<file path="src/include/exec_settings.svh">
`ifndef EXEC_SETTINGS_SVH
`define EXEC_SETTINGS_SVH

`define EXEC_XLEN   64
`define EXEC_INST_W 32

// trap causes, reported but not taken
`define CAUSE_ECALL  4'hb // environment call from M mode
`define CAUSE_EBREAK 4'h3 // breakpoint
`define CAUSE_MRET   4'hf

`endif

</file>
<file path="src/rtl/execPkg.sv">
`include "exec_settings.svh"
`default_nettype none

package execPkg;

    typedef logic [`EXEC_XLEN-1:0]   xlenT;
    typedef logic [`EXEC_INST_W-1:0] instT;
    typedef logic [7:0]              memMaskT;
    typedef logic [3:0]              causeT;

    typedef enum logic [3:0] {
        aluAdd,
        aluSub,
        aluMul,
        aluAnd,
        aluOr,
        aluXor,
        aluSll,
        aluSrl,
        aluSra,
        aluSlt,
        aluSltu,
        aluPassA,
        aluPassB
    } aluOpT;

    typedef enum logic {
        opAPc,
        opARs1
    } opASelT;

    typedef enum logic [1:0] {
        opBImm,
        opBRs2,
        opBCsr
    } opBSelT;

    typedef enum logic [2:0] {
        wbAlu,
        wbLoad,
        wbPc4,
        wbAluW, // low word of alu result, sign extended
        wbCsr
    } wbSelT;

    typedef struct packed {
        instT inst;
        xlenT pc;
        xlenT rs1;
        xlenT rs2;
        xlenT imm;
        xlenT csrVal;
    } issueT;

    typedef struct packed {
        aluOpT      aluOp;
        opASelT     opASel;
        opBSelT     opBSel;
        wbSelT      wbSel;
        logic       rdWrite;
        logic       memRead;
        memMaskT    memMask;
        logic [3:0] readBytes;
        logic       loadSigned;
        logic       narrow32;
        logic       isBranch;
        logic       isJump;
        logic       jumpReg;
        logic       csrWrite;
        logic       illegal;
        logic       trap;
        causeT      cause;
    } ctrlT;

    typedef struct packed {
        issueT issue;
        ctrlT  ctrl;
    } decodedT;

    typedef struct packed {
        decodedT dec;
        xlenT    opA;
        xlenT    opB;
        xlenT    nextPc;
        logic    redirect;
    } operandT;

    typedef struct packed {
        operandT op;
        xlenT    aluRes;
    } executedT;

    typedef struct packed {
        logic       rdWrite;
        xlenT       rdData;
        logic       csrWrite;
        xlenT       csrData;
        logic       memRead;
        logic       memWrite;
        xlenT       memAddr;
        memMaskT    memMask;
        logic [3:0] readBytes;
        logic       loadSigned;
        xlenT       storeData;
        xlenT       nextPc;
        logic       redirect;
        logic       illegal;
        logic       trap;
        causeT      cause;
    } resultT;

endpackage

`default_nettype wire

</file>
<file path="src/rtl/writebackStage.sv">
`default_nettype none

module writebackStage import execPkg::*; (
    input  logic     clk,
    input  logic     rstN,
    input  executedT inPkt,
    input  logic     inValid,
    output logic     inReady,
    output resultT   outPkt,
    output logic     outValid,
    input  logic     outReady
);
    ctrlT   ctrl;
    issueT  issue;
    resultT res;

    assign ctrl = inPkt.op.dec.ctrl;
    assign issue = inPkt.op.dec.issue;

    always_comb begin
        case (ctrl.wbSel)
            wbAluW: res.rdData = {{32{inPkt.aluRes[31]}}, inPkt.aluRes[31:0]};
            wbPc4: res.rdData = issue.pc + xlenT'(4);
            wbCsr: res.rdData = issue.csrVal;
            wbLoad: res.rdData = '0; // load data is merged downstream
            default: res.rdData = inPkt.aluRes;
        endcase
        res.rdWrite = ctrl.rdWrite;
        res.csrWrite = ctrl.csrWrite;
        res.csrData = inPkt.aluRes;
        res.memRead = ctrl.memRead;
        res.memWrite = |ctrl.memMask;
        res.memAddr = inPkt.aluRes;
        res.memMask = ctrl.memMask;
        res.readBytes = ctrl.readBytes;
        res.loadSigned = ctrl.loadSigned;
        res.storeData = res.memWrite ? issue.rs2 : '0;
        res.nextPc = inPkt.op.nextPc;
        res.redirect = inPkt.op.redirect;
        res.illegal = ctrl.illegal;
        res.trap = ctrl.trap;
        res.cause = ctrl.cause;
    end

    assign inReady = !outValid || outReady;

    always_ff @(posedge clk) begin
        if (!rstN) begin
            outValid <= 1'b0;
        end else if (inReady) begin
            outValid <= inValid;
        end
    end

    always_ff @(posedge clk) begin
        if (inValid && inReady) begin
            outPkt <= res;
        end
    end

endmodule

`default_nettype wire

</file>
<file path="config.mk">
export PLATFORM = sky130hd
export DESIGN_NAME = writebackStage
export DESIGN_NICKNAME = d
export VERILOG_FILES = /design/src/rtl/execPkg.sv /design/src/rtl/writebackStage.sv
export VERILOG_INCLUDE_DIRS = /design/src /design/src/include
export SDC_FILE = /design/constraint.sdc
export NUM_CORES = 1
export LEC_CHECK = 0
export BUFFER_PORTS_ARGS = -buffer_cell sky130_fd_sc_hd__buf_2
export CAP_MARGIN = 5
export CORE_AREA = 2 2 387 389
export CTS_CLUSTER_DIAMETER = 200
export DETAILED_ROUTE_END_ITERATION = 8
export DIE_AREA = 0 0 389 391
export PLACE_DENSITY = 0.35
export REMOVE_ABC_BUFFERS = 1
export SETUP_SLACK_MARGIN = 0.5
export SLEW_MARGIN = 0
export SYNTH_ARGS = -nofsm -noshare
export SYNTH_HDL_FRONTEND = slang
export SYNTH_SLANG_ARGS = --single-unit
</file>
<file path="constraint.sdc">
create_clock -name clk -period 7.45 [get_ports clk]
set_clock_uncertainty 0.15 [all_clocks]
set_input_delay 0.3725 -clock clk [delete_from_list [all_inputs] [get_ports clk]]
set_output_delay 0.3725 -clock clk [all_outputs]
set_load 0.01 [all_outputs]
</file>
* After elaboration in Yosys (flattened, before gate mapping) *
Index checks and enable logic that the tools add are counted.

word-level totals
  bits in registers = 281
  latch bits = 0
  RAM bits = 0
  memory bits (read-only) = 0
  bits of input ports = 649
  word-level logic and storage cells = 26
  memories kept = 0

operators by class
  add/subtract/negate cells = 1
  multiply operators = 0
  div/mod/pow operators = 0
  $lt $le $gt $ge = 0
  equality and inequality tests = 4
  shift-type cells = 0
  mux-type cells = 1
  bitwise operators = 0
  reductions and logical operators = 4

operator list
  cell                                            number
  case mux 64 bit (4 select lines)                1
  adder 64 x 3 -> 64 bit (second input constant)  1
  OR reduction 8 bit                              1
  == test 3 x 2 -> 1 bit (second input constant)  2
  == test 3 x 1 -> 1 bit (second input constant)  1
  == test 3 bit (second input constant)           1
  logical AND 1 bit                               1
  logical NOT 1 bit                               1
  logical OR 1 bit                                1

* Logic depth before layout (Yosys ltp) *
Gate-level depths: netlist (run 1).

  depth in word-level cells = 3
  depth in mapped cells = 8
  depth with buffers taken out = 6

* Worst setup path before layout (run 1) *
OpenSTA, ideal clock, no wires.

  path type = input-to-reg
  start = input port outReady
  end = register outPkt[0] in the netlist's numbering, enable pin
  arrival time = 6.947 ns
  setup slack = -0.325 ns
  stages on the path = 2
  path buffers = 0
  cells stage by stage = nand2b_1 and2_1

on the way
  cells in the longest elaborated chain, start to end = 2

ends and longest elaborated chain
  what                    line                  RTL
  start: declaration      writebackStage.sv:11  input logic outReady
  logical OR 1 bit        writebackStage.sv:45  assign inReady = !outValid || outReady;
  logical AND 1 bit       writebackStage.sv:56  if (inValid && inReady) begin
  end signal: assignment  writebackStage.sv:57  outPkt <= res;
  end: declaration        writebackStage.sv:9   output resultT outPkt,

No other way between the ends.
A chain may end at the register's enable or synchronous reset.

==> results of run 1 <==
==> area by class of cell <==
class                      count  area, sq um  share of cell area, %
tap                         1944         2430                   10.8
clock inverter                21          259                   1.15
timing repair buffer         961         6070                   27.0
inverter                      13         48.8                  0.217
clock buffer                  51         1110                   4.92
antenna                       24         60.1                  0.267
sequential                   281         8430                   37.5
multi-input combinational    671         4080                   18.1
==> sequential cells by signal, summed over array words and instances (netlist names) <==
signal / flops
outPkt: 280
outValid: 1
==> worst max-delay path by stage <==
stage / slack [ps] / end / cells after the start / startpoint
6_report: 4400 / outPkt[307] / 8 / inPkt[284]
5_1_grt: 4160 / outPkt[307] / 8 / inPkt[284]
2_1_floorplan: -320 / outPkt[0] / 2 / outReady
4_1_cts: 4300 / outPkt[307] / 8 / inPkt[284]
3_3_place_gp: 3000 / outPkt[336] / 7 / inPkt[285]
3_5_place_dp: 3620 / outPkt[307] / 8 / inPkt[284]
==> metal layers <==
| metal | vias up | GRT usage (%) | wire (microns) |
|---|---|---|---|
| met5 | - | 0 | 321 |
| met4 | 54 | 3.02 | 2540 |
| met3 | 143 | 5.89 | 10600 |
| met2 | 627 | 19.0 | 42300 |
| met1 | 6243 | 13.6 | 37400 |
| li1 | 5906 | - | - |
==> kinds of logic after synthesis <==
group / Yosys count / share of synthesized area [%]
xor+xnor: 26 / 1.73
flops: 281 / 63.9
mux: 6 / 0.455
buf+inv: 134 / 5.69
simple gates: 386 / 15.7
compound gates: 242 / 11.7
fa+ha+maj: 11 / 0.853
==> tightest hold or removal path: stages <==
cell     delay (ps)
buf_2            80
o21ai_0          70
o21ai_0          90
a21oi_1          50
nand2_1          50
==> what timing repair did <==
item	CTS	global route
hold endpoints to repair	238	0
hold buffers	235	0
endpoints found under the setup margin	0	0
==> stage by stage <==
| stage | utilization, % | cell area (sq um) | setup slack (ps) | setup TNS, ps |
|---|---|---|---|---|
| 2_1_floorplan | - | 12500 | -325 | -90910 |
| 3_3_place_gp | 12.6 | 18700 | 3000 | 0 |
| 3_5_place_dp | 12.6 | 18700 | 3620 | 0 |
| 4_1_cts | 15.1 | 22400 | 4300 | 0 |
| 5_1_grt | 15.1 | 22400 | 4160 | 0 |
| 6_report | 15.1 | 22500 | 4400 | 0 |
==> Yosys cell counts (4+ instances only) <==
cell type	count
a211o_1	5
a211oi_1	8
a21oi_1	78
a221o_1	4
a22o_1	10
a31oi_1	17
and2_1	74
and3_1	21
and4_1	12
buf_1	7
buf_4	64
clkbuf_1	49
edfxtp_1	280
inv_1	13
maj3_1	10
mux2i_1	6
nand2_1	63
nand3_1	31
nand4_1	24
nor2_1	81
nor3_1	22
nor3b_1	6
nor4_1	18
o21a_1	5
o21ai_0	44
o221ai_1	14
o22ai_1	21
o31ai_1	5
or2_2	6
or3_1	9
or4_1	9
xnor2_1	13
xor2_1	13
==> power groups by stage <==
stage	combinational, mW	sequential, mW	clock, mW
floorplan	0.162	2.02	0
global placement	0.665	1.94	0
detailed placement	0.666	1.94	0
CTS	0.781	1.91	2.20
global route	0.821	1.92	2.24
finish	0.754	1.90	2.08
==> placed cells by master (no fill, tap or decap), drive strengths merged, types with 8 or more instances in the layout <==
master,n
nand2,63
nor3,22
o221ai,14
nand3,31
a21oi,78
a31oi,17
and3,21
inv,13
clkinv,12
or4,11
o22ai,21
and2,74
xor2,13
a22o,10
nand4,25
nor2,81
xnor2,13
and4,12
dlygate4sd3,235
a211oi,8
o21ai,44
nor4,18
maj3,10
clkbuf,51
edfxtp,280
buf,726
diode,24
or3,10
==> flow_summary.json, run 1 <==
{
  "syn_inst": 1086,
  "p_switching_mw": 1.34,
  "fill_cells": 16800,
  "drv_cap": 0,
  "fin_nets": 2621,
  "yosysUniqueCellTypes": 62,
  "slowest_stage": "or2_2",
  "r2r_slack_ps": 4760,
  "critPathMaxStageDelay_ps": 600,
  "hold_depth": 5,
  "detail-route-antenna-nets": 0,
  "cts_tree": "done",
  "finalHoldWorstSlack_ps": 68.0,
  "rsz0062_at_grt": "no",
  "worstHoldStart": "inPkt[342]",
  "wl_per_cell_microns": 23.5,
  "yosys_register_bits": 281,
  "min_period_ps": 3050,
  "vias_per_cell": 3.27,
  "worstPathRequired_ps": 7720,
  "routed-via-count": 13000,
  "ys_seq_area_share_pct": 63.9,
  "cts-root-buf": "clkbuf_16",
  "io_buffers": 695,
  "slew_headroom_pct": 35.9,
  "clkSlewWorstSetupHoldPaths_ps": 60,
  "grt_pass1_wl_microns": 119000,
  "path_buf_inv": 3,
  "first_pass_iters": 4,
  "slew_viol_final": 0,
  "clock_latency_ps": 590,
  "die_w_microns": 389,
  "peakVddDrop_v": 0.000124,
  "p_leak_nw": 8.59,
  "status": "finished clean",
  "regToRegEndpoint": "outPkt[52]",
  "arrival_ps": 3320,
  "p_clk_share_pct": 43.9,
  "hp-class": "primary input to register",
  "post-cts-setup-buffers": 0,
  "synth_top_flop_cell": "edfxtp_1",
  "core-area_sq_um": 149000,
  "crit_type": "primary input to register",
  "synth.top_cell.area_share_pct": 63.7,
  "hpwlAfterDp_microns": 75400,
  "grt_pass1_vias": 12800,
  "h-tree-depth": 2,
  "worstSetupStartpointType": "primary input",
  "antenna_found_initial": 69,
  "remaining_drc_errors": 0,
  "timing.fmax_mhz": 328,
  "endpoint_kind": "register",
  "fin_crit_sh_pct": 41.0,
  "p_per_area_nw_per_um2": 211,
  "yosysWarnings": 0,
  "overflow": 0,
  "min_to": "outPkt[328]",
  "start_util_pct": 8.88,
  "place_congestion": 0.761,
  "ys_top_cells_by_area": "edfxtp_1 64%, buf_4 3.6%, and2_1 3.5%",
  "worst_slew_pin_slew_ps": 958,
  "area_growth_pct": 70.4,
  "cts_resized": 0,
  "synth_edf_count": 280,
  "path_delay_family": "buffers and inverters",
  "yosysTopAreaCell": "edfxtp_1",
  "hold_viol": 0,
  "fin_cells": 3966,
  "cts_buffer_depth": 3,
  "async_reset_ff_share_pct": 0,
  "reg2reg_depth": 3,
  "ios": 995,
  "seq_power_share_pct": 40.2,
  "grt_max_degree": 66,
  "drive_gt1_share_pct": 40.6,
  "cts_sinks": 281,
  "crit_fanout": 34,
  "p_sw_share_pct": 28.2,
  "intPower_mw": 3.40,
  "path_cells": "buf_2 -> buf_4 -> or2_2 -> buf_4 -> o22ai_1 -> a21oi_1 -> o21ai_0 -> a21oi_1",
  "r2r_start": "outValid",
  "die-height_microns": 391,
  "grtUsageTotal_pct": 11.7,
  "syn_area_sq_um": 13200,
  "drt_wl_total_microns": 93100,
  "placementRows": 142,
  "placed_cells": 3635,
  "drt_iter0_drc": 707,
  "p_comb_share_pct": 15.9,
  "numCtsBuffers": 43,
  "synth.avg_cell_area_sq_um": 12.2,
  "power_mw": 4.74,
  "dieArea_sq_um": 152000,
  "final-setup-viol-count": 0
}
(Power assumes the default switching activity.)
==> inputs of run 2 (changes only) <==
--- a/config.mk
+++ b/config.mk
@@ -8,11 +8,11 @@
 export LEC_CHECK = 0
 export BUFFER_PORTS_ARGS = -buffer_cell sky130_fd_sc_hd__buf_2
 export CAP_MARGIN = 5
-export CORE_AREA = 2 2 387 389
+export CORE_AREA = 2 2 384 386
 export CTS_CLUSTER_DIAMETER = 200
 export DETAILED_ROUTE_END_ITERATION = 8
-export DIE_AREA = 0 0 389 391
-export PLACE_DENSITY = 0.35
+export DIE_AREA = 0 0 386 388
+export PLACE_DENSITY = 0.34
 export REMOVE_ABC_BUFFERS = 1
 export SETUP_SLACK_MARGIN = 0.5
 export SLEW_MARGIN = 0
==> constraint.sdc (replaced) <==
create_clock -name clk -period 3.01 [get_ports clk]
set_clock_uncertainty 0.15 [all_clocks]
set_input_delay 0.1505 -clock clk [delete_from_list [all_inputs] [get_ports clk]]
set_output_delay 0.1505 -clock clk [all_outputs]
set_load 0.01 [all_outputs]
==> flow_summary.json, run 2 (synthesis results as in run 1) <==
{
  "drv_cap": 0,
  "finalHoldWorstSlack_ps": 59.7,
  "core-area_sq_um": 145000,
  "place_congestion": 0.780,
  "start_util_pct": 9.09,
  "grt_pass1_vias": 13800,
  "critPathMaxStageDelay_ps": 630,
  "die-height_microns": 388,
  "worstPathRequired_ps": 3310,
  "clkSlewWorstSetupHoldPaths_ps": 60,
  "io_buffers": 695,
  "crit_type": "primary input to register",
  "grt_max_degree": 76,
  "final_area_sq_um": 24200,
  "h-tree-depth": 2,
  "endpoint_kind": "register",
  "dieArea_sq_um": 150000,
  "drt_iter0_drc": 707,
  "min_to": "outPkt[284]",
  "placementRows": 140,
  "hp-class": "primary input to register",
  "top_register": "outPkt",
  "postPlaceCellArea_sq_um": 19200,
  "rsz0062_at_grt": "yes",
  "crit_fanout": 5,
  "fin_crit_sh_pct": 83.9,
  "grt_pass1_wl_microns": 127000,
  "clock_latency_ps": 600,
  "p_per_area_nw_per_um2": 497,
  "detail-route-antenna-nets": 0,
  "cts_tree": "done",
  "cts_buffer_depth": 3,
  "drive_gt1_share_pct": 40.7,
  "timing.fmax_mhz": 396,
  "cp_common_cell": "dlygate4sd3_1",
  "hold_viol": 0,
  "overflow": 0,
  "arrival_ps": 2820,
  "drt_wl_total_microns": 99800,
  "first_pass_iters": 5,
  "area_growth_pct": 83.3,
  "status": "finished clean",
  "slew_headroom_pct": 48.8,
  "final-setup-viol-count": 0,
  "hold_depth": 4,
  "power_mw": 12.0,
  "reg_top3": "outPkt (280), outValid (1)",
  "worstHoldStart": "inPkt[554]",
  "worstSetupStartpointType": "primary input",
  "path_cells": "dlygate4sd3_1 -> buf_2 -> nand4_1 -> buf_4 -> or4_1 -> nor2_1 -> a211oi_1 -> dlygate4sd3_1 -> nor3_1",
  "setup_tns_ps": 0,
  "ios": 995,
  "fill_cells": 16300,
  "fin_nets": 2785,
  "remaining_drc_errors": 0,
  "largest_reg_flops": 280,
  "cts_sinks": 281,
  "routed-via-count": 13600,
  "die_w_microns": 386,
  "p_leak_nw": 9.42,
  "numCtsBuffers": 43,
  "final_cell_mix": "694 x buf_2, 341 x dlygate4sd3_1, 280 x edfxtp_1, 80 x nor2_1, 77 x a21oi_1",
  "min_period_ps": 2520,
  "slew_viol_final": 0,
  "grtUsageTotal_pct": 12.8,
  "reg2reg_depth": 3,
  "peakVddDrop_v": 0.000337,
  "r2r_slack_ps": 1290,
  "r2r_start": "outValid",
  "vias_per_cell": 3.30,
  "setup_ws_ps": 486,
  "antenna_found_initial": 61,
  "wl_per_cell_microns": 24.3,
  "slowest_stage": "or4_1",
  "hpwlAfterDp_microns": 82100,
  "cts-root-buf": "clkbuf_16",
  "final_common_cell": "buf_2",
  "preCtsSetupSlack_ps": 88.4,
  "worst_slew_pin_slew_ps": 760,
  "regToRegEndpoint": "outPkt[99]"
}
run 2: worst max path at each step:
stage / start / to / slack [ps] / depth (start not counted)
detailed placement: inPkt[551] / outPkt[341] / 90 / 8
finish: inPkt[588] / outPkt[321] / 490 / 9
floorplan: outValid / outPkt[0] / -4700 / 2
CTS: inPkt[588] / outPkt[330] / 530 / 10
global placement: inPkt[565] / outPkt[329] / 80 / 6
global route: inPkt[590] / outPkt[330] / 430 / 10
run 2: stage by stage:
step	util, %	instances
after CTS	16.6	4077
after global routing	16.6	4095
final	16.7	4106
after detailed placement	13.2	3662
after floorplan	-	965
after global placement	13.2	3662
run 2: area by class of cell:
type	instances	area (sq um)	area share [%]
Sequential cell	281	8430	34.8
Timing Repair Buffer	1125	7760	32.1
Multi-Input combinational cell	671	4120	17.0
Tap cell	1917	2400	9.91
Clock buffer	48	1090	4.52
Clock inverter	25	283	1.17
Antenna cell	26	65.1	0.269
Inverter	13	48.8	0.202
run 2: critical path, delay by kind of cell:
kind | cells | cell delay, ps
buffers and inverters | 4 | 1440
AOI/OAI and AO/OA | 1 | 90
and+or+nand+nor | 4 | 1130
run 2: layer usage:
layer  GRT usage, %  vias to the layer above  part of all wire [%]
met3           5.58                      131                    11
met2           21.3                      642                    46
met5              0                        -                  0.24
met4           2.85                       38                   2.4
met1           14.9                     6514                    40
li1               -                     6237                     -
run 2: timing repair:
action / in CTS / in global routing
setup buffers: 0 / 3
endpoints found under the hold margin: 286 / 0
hold buffers: 342 / 0
resized for setup: 0 / 15
setup endpoints to repair: 0 / 16
run 2: power breakdown:
| group | internal (mW) | leakage (nW) | total (mW) | switching [mW] |
|---|---|---|---|---|
| logic | 0.937 | 6.03 | 2.13 | 1.19 |
| clock network | 3.04 | 0.670 | 5.19 | 2.15 |
| registers | 4.63 | 2.72 | 4.72 | 0.0891 |
