<file path="src/include/exec_settings.svh">
`ifndef EXEC_SETTINGS_SVH
`define EXEC_SETTINGS_SVH

`define EXEC_XLEN   64
`define EXEC_INST_W 32

// trap causes, reported but not taken
`define CAUSE_ECALL  4'hb // environment call from M mode
`define CAUSE_EBREAK 4'h3 // breakpoint
`define CAUSE_MRET   4'hf

`endif

</file>
<file path="src/rtl/execPkg.sv">
`include "exec_settings.svh"
`default_nettype none

package execPkg;

    typedef logic [`EXEC_XLEN-1:0]   xlenT;
    typedef logic [`EXEC_INST_W-1:0] instT;
    typedef logic [7:0]              memMaskT;
    typedef logic [3:0]              causeT;

    typedef enum logic [3:0] {
        aluAdd,
        aluSub,
        aluMul,
        aluAnd,
        aluOr,
        aluXor,
        aluSll,
        aluSrl,
        aluSra,
        aluSlt,
        aluSltu,
        aluPassA,
        aluPassB
    } aluOpT;

    typedef enum logic {
        opAPc,
        opARs1
    } opASelT;

    typedef enum logic [1:0] {
        opBImm,
        opBRs2,
        opBCsr
    } opBSelT;

    typedef enum logic [2:0] {
        wbAlu,
        wbLoad,
        wbPc4,
        wbAluW, // low word of alu result, sign extended
        wbCsr
    } wbSelT;

    typedef struct packed {
        instT inst;
        xlenT pc;
        xlenT rs1;
        xlenT rs2;
        xlenT imm;
        xlenT csrVal;
    } issueT;

    typedef struct packed {
        aluOpT      aluOp;
        opASelT     opASel;
        opBSelT     opBSel;
        wbSelT      wbSel;
        logic       rdWrite;
        logic       memRead;
        memMaskT    memMask;
        logic [3:0] readBytes;
        logic       loadSigned;
        logic       narrow32;
        logic       isBranch;
        logic       isJump;
        logic       jumpReg;
        logic       csrWrite;
        logic       illegal;
        logic       trap;
        causeT      cause;
    } ctrlT;

    typedef struct packed {
        issueT issue;
        ctrlT  ctrl;
    } decodedT;

    typedef struct packed {
        decodedT dec;
        xlenT    opA;
        xlenT    opB;
        xlenT    nextPc;
        logic    redirect;
    } operandT;

    typedef struct packed {
        operandT op;
        xlenT    aluRes;
    } executedT;

    typedef struct packed {
        logic       rdWrite;
        xlenT       rdData;
        logic       csrWrite;
        xlenT       csrData;
        logic       memRead;
        logic       memWrite;
        xlenT       memAddr;
        memMaskT    memMask;
        logic [3:0] readBytes;
        logic       loadSigned;
        xlenT       storeData;
        xlenT       nextPc;
        logic       redirect;
        logic       illegal;
        logic       trap;
        causeT      cause;
    } resultT;

endpackage

`default_nettype wire

</file>
<file path="src/rtl/instDecoder.sv">
`include "exec_settings.svh"
`default_nettype none

module instDecoder import execPkg::*; (
    input  logic    clk,
    input  logic    rstN,
    input  issueT   inPkt,
    input  logic    inValid,
    output logic    inReady,
    output decodedT outPkt,
    output logic    outValid,
    input  logic    outReady
);
    logic [6:0] opCode;
    logic [2:0] funct3;
    logic [6:0] funct7;
    ctrlT       ctrl;

    assign opCode = inPkt.inst[6:0];
    assign funct3 = inPkt.inst[14:12];
    assign funct7 = inPkt.inst[31:25];

    always_comb begin
        ctrl = '0;
        ctrl.aluOp = aluAdd;
        ctrl.opASel = opARs1;
        ctrl.opBSel = opBImm;
        ctrl.wbSel = wbAlu;
        case (opCode)
            7'b0110011: begin // R type
                ctrl.opBSel = opBRs2;
                ctrl.rdWrite = 1'b1;
                case (funct7)
                    7'h00: begin
                        case (funct3)
                            3'h0: ctrl.aluOp = aluAdd;
                            3'h1: ctrl.aluOp = aluSll;
                            3'h2: ctrl.aluOp = aluSlt;
                            3'h3: ctrl.aluOp = aluSltu;
                            3'h4: ctrl.aluOp = aluXor;
                            3'h5: ctrl.aluOp = aluSrl;
                            3'h6: ctrl.aluOp = aluOr;
                            default: ctrl.aluOp = aluAnd;
                        endcase
                    end
                    7'h20: begin
                        if (funct3 == 3'h0) ctrl.aluOp = aluSub;
                        else if (funct3 == 3'h5) ctrl.aluOp = aluSra;
                        else ctrl.illegal = 1'b1;
                    end
                    7'h01: begin
                        if (funct3 == 3'h0) ctrl.aluOp = aluMul;
                        else ctrl.illegal = 1'b1; // mulh and div/rem not supported
                    end
                    default: ctrl.illegal = 1'b1;
                endcase
            end
            7'b0010011: begin // I type alu
                ctrl.rdWrite = 1'b1;
                case (funct3)
                    3'h0: ctrl.aluOp = aluAdd;
                    3'h1: begin
                        ctrl.aluOp = aluSll;
                        ctrl.illegal = (funct7[6:1] != 6'h00);
                    end
                    3'h2: ctrl.aluOp = aluSlt;
                    3'h3: ctrl.aluOp = aluSltu;
                    3'h4: ctrl.aluOp = aluXor;
                    3'h5: begin
                        if (funct7[6:1] == 6'h00) ctrl.aluOp = aluSrl;
                        else if (funct7[6:1] == 6'h10) ctrl.aluOp = aluSra;
                        else ctrl.illegal = 1'b1;
                    end
                    3'h6: ctrl.aluOp = aluOr;
                    default: ctrl.aluOp = aluAnd;
                endcase
            end
            7'b0111011: begin // R type, W forms
                ctrl.opBSel = opBRs2;
                ctrl.rdWrite = 1'b1;
                ctrl.wbSel = wbAluW;
                case ({funct7, funct3})
                    {7'h00, 3'h0}: ctrl.aluOp = aluAdd;
                    {7'h20, 3'h0}: ctrl.aluOp = aluSub;
                    {7'h01, 3'h0}: ctrl.aluOp = aluMul;
                    {7'h00, 3'h1}: ctrl.aluOp = aluSll;
                    {7'h00, 3'h5}: begin
                        ctrl.aluOp = aluSrl;
                        ctrl.narrow32 = 1'b1;
                    end
                    {7'h20, 3'h5}: begin
                        ctrl.aluOp = aluSra;
                        ctrl.narrow32 = 1'b1;
                    end
                    default: ctrl.illegal = 1'b1; // divw, remw and friends land here
                endcase
            end
            7'b0011011: begin // I type, W forms
                ctrl.rdWrite = 1'b1;
                ctrl.wbSel = wbAluW;
                case ({funct7, funct3})
                    {7'h00, 3'h1}: ctrl.aluOp = aluSll;
                    {7'h00, 3'h5}: begin
                        ctrl.aluOp = aluSrl;
                        ctrl.narrow32 = 1'b1;
                    end
                    {7'h20, 3'h5}: begin
                        ctrl.aluOp = aluSra;
                        ctrl.narrow32 = 1'b1;
                    end
                    default: begin
                        ctrl.aluOp = aluAdd; // addiw
                        ctrl.illegal = (funct3 != 3'h0);
                    end
                endcase
            end
            7'b0110111: begin // lui
                ctrl.rdWrite = 1'b1;
                ctrl.aluOp = aluPassB;
            end
            7'b0010111: begin // auipc
                ctrl.rdWrite = 1'b1;
                ctrl.opASel = opAPc;
            end
            7'b1101111: begin // jal
                ctrl.rdWrite = 1'b1;
                ctrl.isJump = 1'b1;
                ctrl.wbSel = wbPc4;
            end
            7'b1100111: begin // jalr
                ctrl.rdWrite = 1'b1;
                ctrl.isJump = 1'b1;
                ctrl.jumpReg = 1'b1;
                ctrl.wbSel = wbPc4;
                ctrl.illegal = (funct3 != 3'h0);
            end
            7'b1100011: begin // branches
                ctrl.isBranch = 1'b1;
                ctrl.opBSel = opBRs2;
                ctrl.aluOp = aluSub;
                ctrl.illegal = (funct3 == 3'h2) || (funct3 == 3'h3);
            end
            7'b0000011: begin // loads, address is rs1 + imm
                ctrl.rdWrite = 1'b1;
                ctrl.memRead = 1'b1;
                ctrl.wbSel = wbLoad;
                ctrl.loadSigned = !funct3[2];
                ctrl.readBytes = 4'h1 << funct3[1:0];
                ctrl.illegal = (funct3 == 3'h7);
            end
            7'b0100011: begin // stores
                case (funct3)
                    3'h0: ctrl.memMask = 8'h01;
                    3'h1: ctrl.memMask = 8'h03;
                    3'h2: ctrl.memMask = 8'h0f;
                    3'h3: ctrl.memMask = 8'hff;
                    default: ctrl.illegal = 1'b1;
                endcase
            end
            7'b1110011: begin // system
                case (funct3)
                    3'h1: begin // csrrw, old csr to rd, rs1 to csr
                        ctrl.rdWrite = 1'b1;
                        ctrl.csrWrite = 1'b1;
                        ctrl.wbSel = wbCsr;
                        ctrl.aluOp = aluPassA;
                    end
                    3'h2: begin // csrrs
                        ctrl.rdWrite = 1'b1;
                        ctrl.csrWrite = 1'b1;
                        ctrl.wbSel = wbCsr;
                        ctrl.opBSel = opBCsr;
                        ctrl.aluOp = aluOr;
                    end
                    3'h0: begin
                        ctrl.trap = 1'b1;
                        case (inPkt.imm)
                            64'h0: ctrl.cause = `CAUSE_ECALL;
                            64'h1: ctrl.cause = `CAUSE_EBREAK;
                            64'h302: ctrl.cause = `CAUSE_MRET;
                            default: ctrl.illegal = 1'b1;
                        endcase
                    end
                    default: ctrl.illegal = 1'b1;
                endcase
            end
            default: ctrl.illegal = 1'b1;
        endcase

        // nothing architectural may happen for a bad encoding
        if (ctrl.illegal) begin
            ctrl.rdWrite = 1'b0;
            ctrl.memRead = 1'b0;
            ctrl.memMask = '0;
            ctrl.csrWrite = 1'b0;
            ctrl.isJump = 1'b0;
            ctrl.isBranch = 1'b0;
            ctrl.trap = 1'b0;
            ctrl.cause = '0;
        end
    end

    assign inReady = !outValid || outReady;

    always_ff @(posedge clk) begin
        if (!rstN) begin
            outValid <= 1'b0;
        end else if (inReady) begin
            outValid <= inValid;
        end
    end

    always_ff @(posedge clk) begin
        if (inValid && inReady) begin
            outPkt.issue <= inPkt;
            outPkt.ctrl <= ctrl;
        end
    end

endmodule

`default_nettype wire

</file>
<file path="config.mk">
export PLATFORM = sky130hd
export DESIGN_NAME = instDecoder
export DESIGN_NICKNAME = d
export VERILOG_FILES = /design/src/rtl/execPkg.sv /design/src/rtl/instDecoder.sv
export VERILOG_INCLUDE_DIRS = /design/src /design/src/include
export SDC_FILE = /design/constraint.sdc
export NUM_CORES = 1
export LEC_CHECK = 0
export BUFFER_PORTS_ARGS = -buffer_cell sky130_fd_sc_hd__buf_4
export CORE_AREA = 2 2 286 288
export DETAILED_ROUTE_END_ITERATION = 10
export DIE_AREA = 0 0 288 290
export PLACE_DENSITY = 0.43
export SLEW_MARGIN = 20
export SYNTH_ARGS = -nofsm -noshare
export SYNTH_HDL_FRONTEND = slang
export SYNTH_SLANG_ARGS = --single-unit
</file>
<file path="constraint.sdc">
create_clock -name clk -period 13.6 [get_ports clk]
set_input_delay 2.72 -clock clk [delete_from_list [all_inputs] [get_ports clk]]
set_output_delay 2.72 -clock clk [all_outputs]
set_load 0.005 [all_outputs]
</file>
* Word-level counts from Yosys, hierarchy flattened
Index checks and enable logic that the tools add are counted.
** Word-level totals
- Register bits :: 389
- Logic and storage cells :: 123
- Input bits :: 356
** Operators by class
- Reduce and logical (&&, ||, !) cells :: 26
- Mux-type cells :: 40
- Bitwise operators :: 3
- Eq/ne operators :: 29
- Shifts and indexed selects :: 1
** Operators by type and width (count)
- $pmux 4 s7 :: 3
- $eq 64x1->1 const B :: 1
- $eq 64x10->1 const B :: 1
- $logic_not 64->1 :: 1
- $pmux 4 s3 :: 3
- $eq 7x6->1 const B :: 5
- $pmux 8 s4 :: 1
- $eq 7x7->1 const B :: 4
- $eq 7x5->1 const B :: 3
- $eq 10x9->1 const B :: 2
- $mux 4 :: 5
- $pmux 4 s5 :: 1
- $mux 1 :: 16
- $reduce_or 3->1 :: 5
- $eq 3x3->1 const B :: 4
- $pmux 3 s4 :: 1
- $reduce_or 2->1 :: 6
- $eq 10x1->1 const B :: 1
- $eq 10x3->1 const B :: 1
- $eq 10x4->1 const B :: 1
- $logic_not 10->1 :: 1
- $pmux 1 s10 :: 1
- $reduce_or 9->1 :: 1
- $pmux 4 s2 :: 1
- other kinds (22) :: 30

* Depth between registers and ports, before layout
Gate-level depths: netlist (run 1).
- Depth after elaboration :: 6
- Mapped depth :: 8

* Worst setup path before layout (run 1)
OpenSTA, ideal clock, no wires.
- Path kind :: input port to flip-flop
- From :: in outReady
- To :: reg outPkt[100] (netlist bit), enable pin
- Data required time :: 12.804 ns
- Cell stages on the path :: 2
- Setup time :: 0.796 ns
- Arrival time :: 11.545 ns
- Slack :: 1.259 ns
- Cell sequence :: nand2b_1 and2_1
** On the way
- Cells in the longest elaborated chain, start to end :: 2
** RTL lines
- start: declaration :: RTL line instDecoder.sv:12 : input logic outReady
- $logic_or 1x1->1 :: RTL line instDecoder.sv:203 : assign inReady = !outValid || outReady;
- $logic_and 1x1->1 :: RTL line instDecoder.sv:214 : if (inValid && inReady) begin
- end: declaration :: RTL line instDecoder.sv:10 : output decodedT outPkt,
No other way between the ends.
A chain may end at the register's enable or synchronous reset.

* Worst setup path in the final report (run 1)
- From :: in outReady
- To :: out inReady
** On the way
- Cells in the longest elaborated chain, start to end :: 1
** RTL lines
- $logic_or 1x1->1 :: RTL line instDecoder.sv:203
- end: declaration :: RTL line instDecoder.sv:9 : output logic inReady,
No other way between the ends.

==> out/results.ini, run 1 <==
[cells_and_area]
fin_cells = 2437
stdcell_area_um2 = 20900
syn2layout_area_growth_pct = 66.1
insertedDiodeCount = 0
utilization = 0.261
nets = 1697
fillers = 8307
drive_gt1_frac = 0.601

[synth]
synth_cell_types = 50
synth-edff-count = 383
synthMuxAreaShare = 0
seq_area_frac_synth = 0.915
synth_top_area_share = 0.914
syn_avg_cell_area_um2 = 22.4
synth_seq_cells = 384
syn_nets = 917
synthFlopType = edfxtp_1
synthSimpleGateAreaFrac = 0.0487
synthAdderAreaFrac = 0.000795
yosys_warnings = 0
syn_area_um2 = 12600
synth_xor_area_frac = 0.000696
synthArstFlopShare = 0
synth_area_leaders = edfxtp_1 (91%), nor4_1 (0.84%), nor2_1 (0.60%)
synth_compound_area_frac = 0.0249
netlist_instances = 561
synth_top_family_by_area = simple AND/OR/NAND/NOR gates
synth.largest_area_cell = edfxtp_1

[power]
p_int_mw = 2.23
peakVddDrop_mv = 0.0693
pwr-share-clk = 0.418
comb_power_share = 0.090
totalPowerFinal_mw = 2.86
power_frac_seq = 0.492
p_leak_nw = 8.30
sw_frac_of_total = 0.221
switching_power_mw = 0.631
power_density_nw_per_um2 = 137

[placed_design]
dpl_cell_area_um2 = 19500
dp.cells = 2354
place.gp.congestion = 0.782
io_buffers = 745
dp_hpwl_um = 36800
pre_cts_ws_ns = 7.75

[route]
drtIter0Drc = 540
met1_length_um = 17000
dr.max_layer_used = met5
num_vias = 8528
dr.pass1.iters = 5
wl_per_cell_um = 19.7
drtAntennaViolNets = 0
vias_per_cell = 3.50
drc = 0
met3_length_um = 4670
wl_met2_um = 25100
drt-total-wl_um = 47900

[sta]
fin_setup_tns_ns = 0
clock.fmax_ghz = 0.171
fin_ws_ns = 7.75
final_max_slew_viol_count = 0
holdWs_ns = 0.582
fin_crit_ns = 5.85
grt_setup_unrepaired = no
tightestPinTransition_ns = 1.16
timing.final.hold_violations = 0
setup_viol = 0
fin_skew_ns = 0.0221
relSlewSlack = 0.229
final.period_utilization = 0.430

[clock_tree]
clkLatencyLatePin_ns = 0.57
ctsResizeCount = 0
cts_setup_buffers = 0
clockBufferDepth = 3
cts_root_buf = clkbuf_16
cts_tree = done
cts_hold_buf = 0
numCtsBuffers = 45
htreeDepth = 2
clk_pin_slew_ns = 0.06
cts_sinks = 384

[critical_path]
crit_top_cell = buf_4
reg2reg_to = outPkt[263]$_DFFE_PP_
r2r_slack_ns = 10.48
worst_path_largest_cell_delay_ns = 0.16
cp_slowest_cell = nand2b_1
r2r-start = outValid$_SDFFE_PN0N_
path_cells = buf_4, nand2b_1, buf_4
crit_required_ns = 10.88
cp-start-kind = primary input
rr_worst_depth = 4
endpoint_kind = output pin
path_max_fanout = 3
critPathKind = in -> out
worstPathArrival_ns = 3.13

[die]
die_x_um = 288
core_um2 = 80200
die_h_um = 290
rows = 104
die-area_um2 = 83500
start_util = 0.157
io-pin-count = 746

[min_path]
hold_path.class = reg -> reg
hold_end = outValid$_SDFFE_PN0N_
min-delay-start = outValid$_SDFFE_PN0N_
min_path_cells = 2

[status]
status = finished, final reports clean

[grt]
grt_pass1_wl_um = 64900
antenna_found_initial = 6
grt_max_degree = 150
grt_overflow = 0
grt_pass1_vias = 8828
track_usage = 0.107

[job]
cap_violations = 0

[how the worst max path moves through the flow]
stage / start / end / slack (ns)
CTS: outReady / inReady / 7.75
detailed placement: outReady / inReady / 7.75
finish: outReady / inReady / 7.75
global placement: outReady / inReady / 7.75
floorplan: outReady / outPkt[100]$_DFFE_PP_ / 1.26
global route: outReady / inReady / 7.73
[critical path: cells and delay by family]
kind	cells	cell delay (ns)
buf+inv	2	0.25
simple gates	1	0.16
[registers in the layout, indices dropped and copies added, names as in the netlist]
signal    count
outPkt      383
outValid      1
[Yosys cell counts (all sizes together) (2+ instances only)]
cell      n
edfxtp  383
nor2     21
nor4     20
nand2    18
o21ai    12
buf      11
nor3     11
inv       8
nand3     7
nand4     7
a31oi     5
clkbuf    5
and2      4
nand2b    4
o32ai     4
or4       4
a211oi    3
nor2b     3
nor3b     3
a21oi     2
a22oi     2
nand3b    2
o22ai     2
o31ai     2
[cells in the final DEF, fill, tap and decap left out, types with 2 or more instances in the layout]
master / n
nand2b_1: 4
nand3b_1: 2
or4_1: 4
nand2_1: 18
a22oi_1: 2
clkinv_2: 9
buf_4: 748
inv_6: 2
a211oi_1: 3
a21oi_1: 2
clkinv_4: 3
o31ai_1: 2
nor2_1: 20
nand3_1: 6
o32ai_1: 4
clkbuf_1: 11
clkinv_1: 7
o21ai_1: 2
clkbuf_16: 46
bufinv_16: 4
o22ai_1: 2
nor2b_1: 3
nor4_2: 3
and2_1: 3
a31oi_1: 5
nor3b_2: 3
inv_2: 3
edfxtp_1: 383
nor3_1: 11
nand4_1: 7
o21ai_0: 10
inv_1: 5
nor4_1: 17
[final cells by class]
class | count | area, um^2 | share of cell area
Inverter | 8 | 30.0 | 0.00144
Timing Repair Buffer | 749 | 5640 | 0.270
Multi-Input combinational cell | 153 | 947 | 0.0453
Clock buffer | 57 | 1190 | 0.0570
Sequential cell | 384 | 11500 | 0.551
Tap cell | 1060 | 1330 | 0.0634
Clock inverter | 26 | 251 | 0.0120
[cells by family (layout without fill, tap and decap cells)]
family / after synthesis / count (layout)
flops: 384 / 384
buf+inv: 24 / 840
fa+ha+maj: 1 / 1
xor+xnor: 1 / 1
simple gates: 107 / 107
compound gates: 44 / 44
[power groups by stage]
stage               clock network (mW)  logic [mW]  registers, mW
floorplan                            0      0.0365           1.46
global placement                     0       0.263           1.43
detailed placement                   0       0.264           1.43
CTS                               1.25       0.265           1.41
global route                      1.30       0.276           1.41
finish                            1.20       0.257           1.41
[routing by layer]
layer,global-route usage,vias up
met5,0,-
met4,0.0284,12
met3,0.0403,77
met2,0.195,435
met1,0.116,4158
li1,-,3846
No activity file was read; power rests on OpenSTA's default activity.
==> run 2, diff against run 1 <==
--- a/config.mk
+++ b/config.mk
@@ -7,9 +7,9 @@
 export NUM_CORES = 1
 export LEC_CHECK = 0
 export BUFFER_PORTS_ARGS = -buffer_cell sky130_fd_sc_hd__buf_4
-export CORE_AREA = 2 2 286 288
+export CORE_AREA = 2 2 292 294
 export DETAILED_ROUTE_END_ITERATION = 10
-export DIE_AREA = 0 0 288 290
+export DIE_AREA = 0 0 294 296
 export PLACE_DENSITY = 0.43
 export SLEW_MARGIN = 20
 export SYNTH_ARGS = -nofsm -noshare
==> constraint.sdc (replaced) <==
create_clock -name clk -period 4.9 [get_ports clk]
set_input_delay 0.98 -clock clk [delete_from_list [all_inputs] [get_ports clk]]
set_output_delay 0.98 -clock clk [all_outputs]
set_load 0.005 [all_outputs]
==> run 2 against run 1 <==
Clock power rose to 2.8 times the previous value. Highest routed layer unchanged. Worst hold slack worse by 0.0063 ns. Critical path type is now in -> reg. Worst setup slack worse by 5.6 ns.
==> out/results.ini, run 2 (synthesis results as in run 1) <==
[status]
status = finished, final reports clean

[die]
io-pin-count = 746
die_h_um = 296
rows = 107
die-area_um2 = 87000
core_um2 = 84200
start_util = 0.149
die_x_um = 294

[placed_design]
dp_hpwl_um = 39200
io_buffers = 745
dp.cells = 2399
dpl_cell_area_um2 = 19600
place.gp.congestion = 0.839

[critical_path]
worstPathArrival_ns = 3.19
r2r-start = outValid$_SDFFE_PN0N_
path_cells = buf_4, nor4_1, buf_4, nand4_1, nor4_2, nand4_1, a311oi_2, nor3b_2
worst_path_largest_cell_delay_ns = 0.47
crit_required_ns = 5.31
cp_slowest_cell = nor4_2
worst-path-buf-inv = 2
endpoint_kind = flop
crit_family = simple AND/OR/NAND/NOR gates
critPathLaunch = inPkt[84]
path_max_fanout = 7
critPathKind = in -> reg
cp-start-kind = primary input

[clock_tree]
clkLatencyLatePin_ns = 0.58
ctsResizeCount = 0
clockBufferDepth = 3
clk_pin_slew_ns = 0.06
cts_sinks = 384
numCtsBuffers = 47
cts_setup_buffers = 0
cts_hold_buf = 0
htreeDepth = 2
cts_root_buf = clkbuf_16
cts_tree = done

[cells_and_area]
top_register = outPkt
layout_commonest_cell = buf_4
fillers = 8803
syn2layout_area_growth_pct = 67.7
nets = 1714
top_regs = outPkt (383), outValid (1)
fin_cells = 2487
layout_common_cells = buf_4 (760), edfxtp_1 (383), clkbuf_16 (48)
stdcell_area_um2 = 21100
largest_register_ffs = 383
drive_gt1_frac = 0.606

[sta]
clock.fmax_ghz = 0.360
final.period_utilization = 0.567
holdWs_ns = 0.576
timing.final.hold_violations = 0
fin_setup_tns_ns = 0
fin_skew_ns = 0.0125
final_max_slew_viol_count = 0
relSlewSlack = 0.297
grt_setup_unrepaired = no
tightestPinTransition_ns = 1.05
setup_viol = 0
fin_crit_ns = 2.78

[min_path]
hold_path.class = in -> reg
min-delay-start = inPkt[16]

[power]
switching_power_mw = 1.81
comb_power_share = 0.093
sw_frac_of_total = 0.227
p_leak_nw = 8.38
power_density_nw_per_um2 = 378
pwr-share-clk = 0.417
peakVddDrop_mv = 0.223
totalPowerFinal_mw = 7.97
power_frac_seq = 0.490
p_int_mw = 6.16

[grt]
track_usage = 0.106
grt_overflow = 0
grt_pass1_vias = 8937
antenna_found_initial = 7
grt_max_degree = 60
grt_pass1_wl_um = 66200

[route]
drt-total-wl_um = 50100
drc = 0
vias_per_cell = 3.51
drtIter0Drc = 569
num_vias = 8739
drtAntennaViolNets = 0
wl_per_cell_um = 20.1
dr.pass1.iters = 4

[job]
cap_violations = 0

-- run 2: changes by cell type in the layout (fill, tap and decap cells not counted) --
cell,change
buf_4,+12
clkinvlp_4,+6
clkbuf_1,-4
buf_12,+3
clkinv_1,+3
bufinv_16,-2
clkbuf_16,+2
clkinv_4,-2
diode_2,+2
clkinv_2,-1
inv_6,+1
-- run 2: cell type report --
class / instances / area (um^2) / share of cell area
flip-flops and latches: 384 / 11500 / 0.546
repair buffers: 764 / 5790 / 0.274
well taps: 1090 / 1360 / 0.0646
clock buffers: 55 / 1230 / 0.0581
multi-input cells: 153 / 947 / 0.0449
clock inverters: 31 / 234 / 0.0111
inverters: 8 / 30.0 / 0.00142
diodes: 2 / 5.00 / 0.000237
-- run 2: per-stage QoR --
stage          setup slack [ns]   util
2_1_floorplan             0.642      -
3_3_place_gp               1.49  0.233
3_5_place_dp               1.39  0.233
4_1_cts                    2.01  0.251
5_1_grt                    1.87  0.251
6_report                   2.12  0.251
-- run 2: worst paths after layout --
path | end | slack, ns | cells after the start
worst min-delay path | outPkt[52]$_DFFE_PP_ | 0.58 | 1
worst max register to register | outPkt[127]$_DFFE_PP_ | 2.79 | 3
worst min register to register | outValid$_SDFFE_PN0N_ | 0.59 | 2
worst max-delay path | outPkt[8]$_SDFFCE_PP0P_ | 2.12 | 8
-- run 2: routing by layer --
| metal | up-vias | GRT usage | share of wire |
|---|---|---|---|
| met5 | - | 0 | 0.0016 |
| li1 | 3887 | - | - |
| met4 | 12 | 0.0244 | 0.017 |
| met1 | 4352 | 0.122 | 0.38 |
| met3 | 68 | 0.0417 | 0.091 |
| met2 | 420 | 0.183 | 0.51 |
-- run 2: power by group through the flow --
stage | combinational, mW | clock [mW] | sequential (mW)
finish | 0.740 | 3.33 | 3.91
global route | 0.793 | 3.57 | 3.93
CTS | 0.759 | 3.46 | 3.91
detailed placement | 0.757 | 0 | 3.98
global placement | 0.753 | 0 | 3.97
floorplan | 0.102 | 0 | 4.00
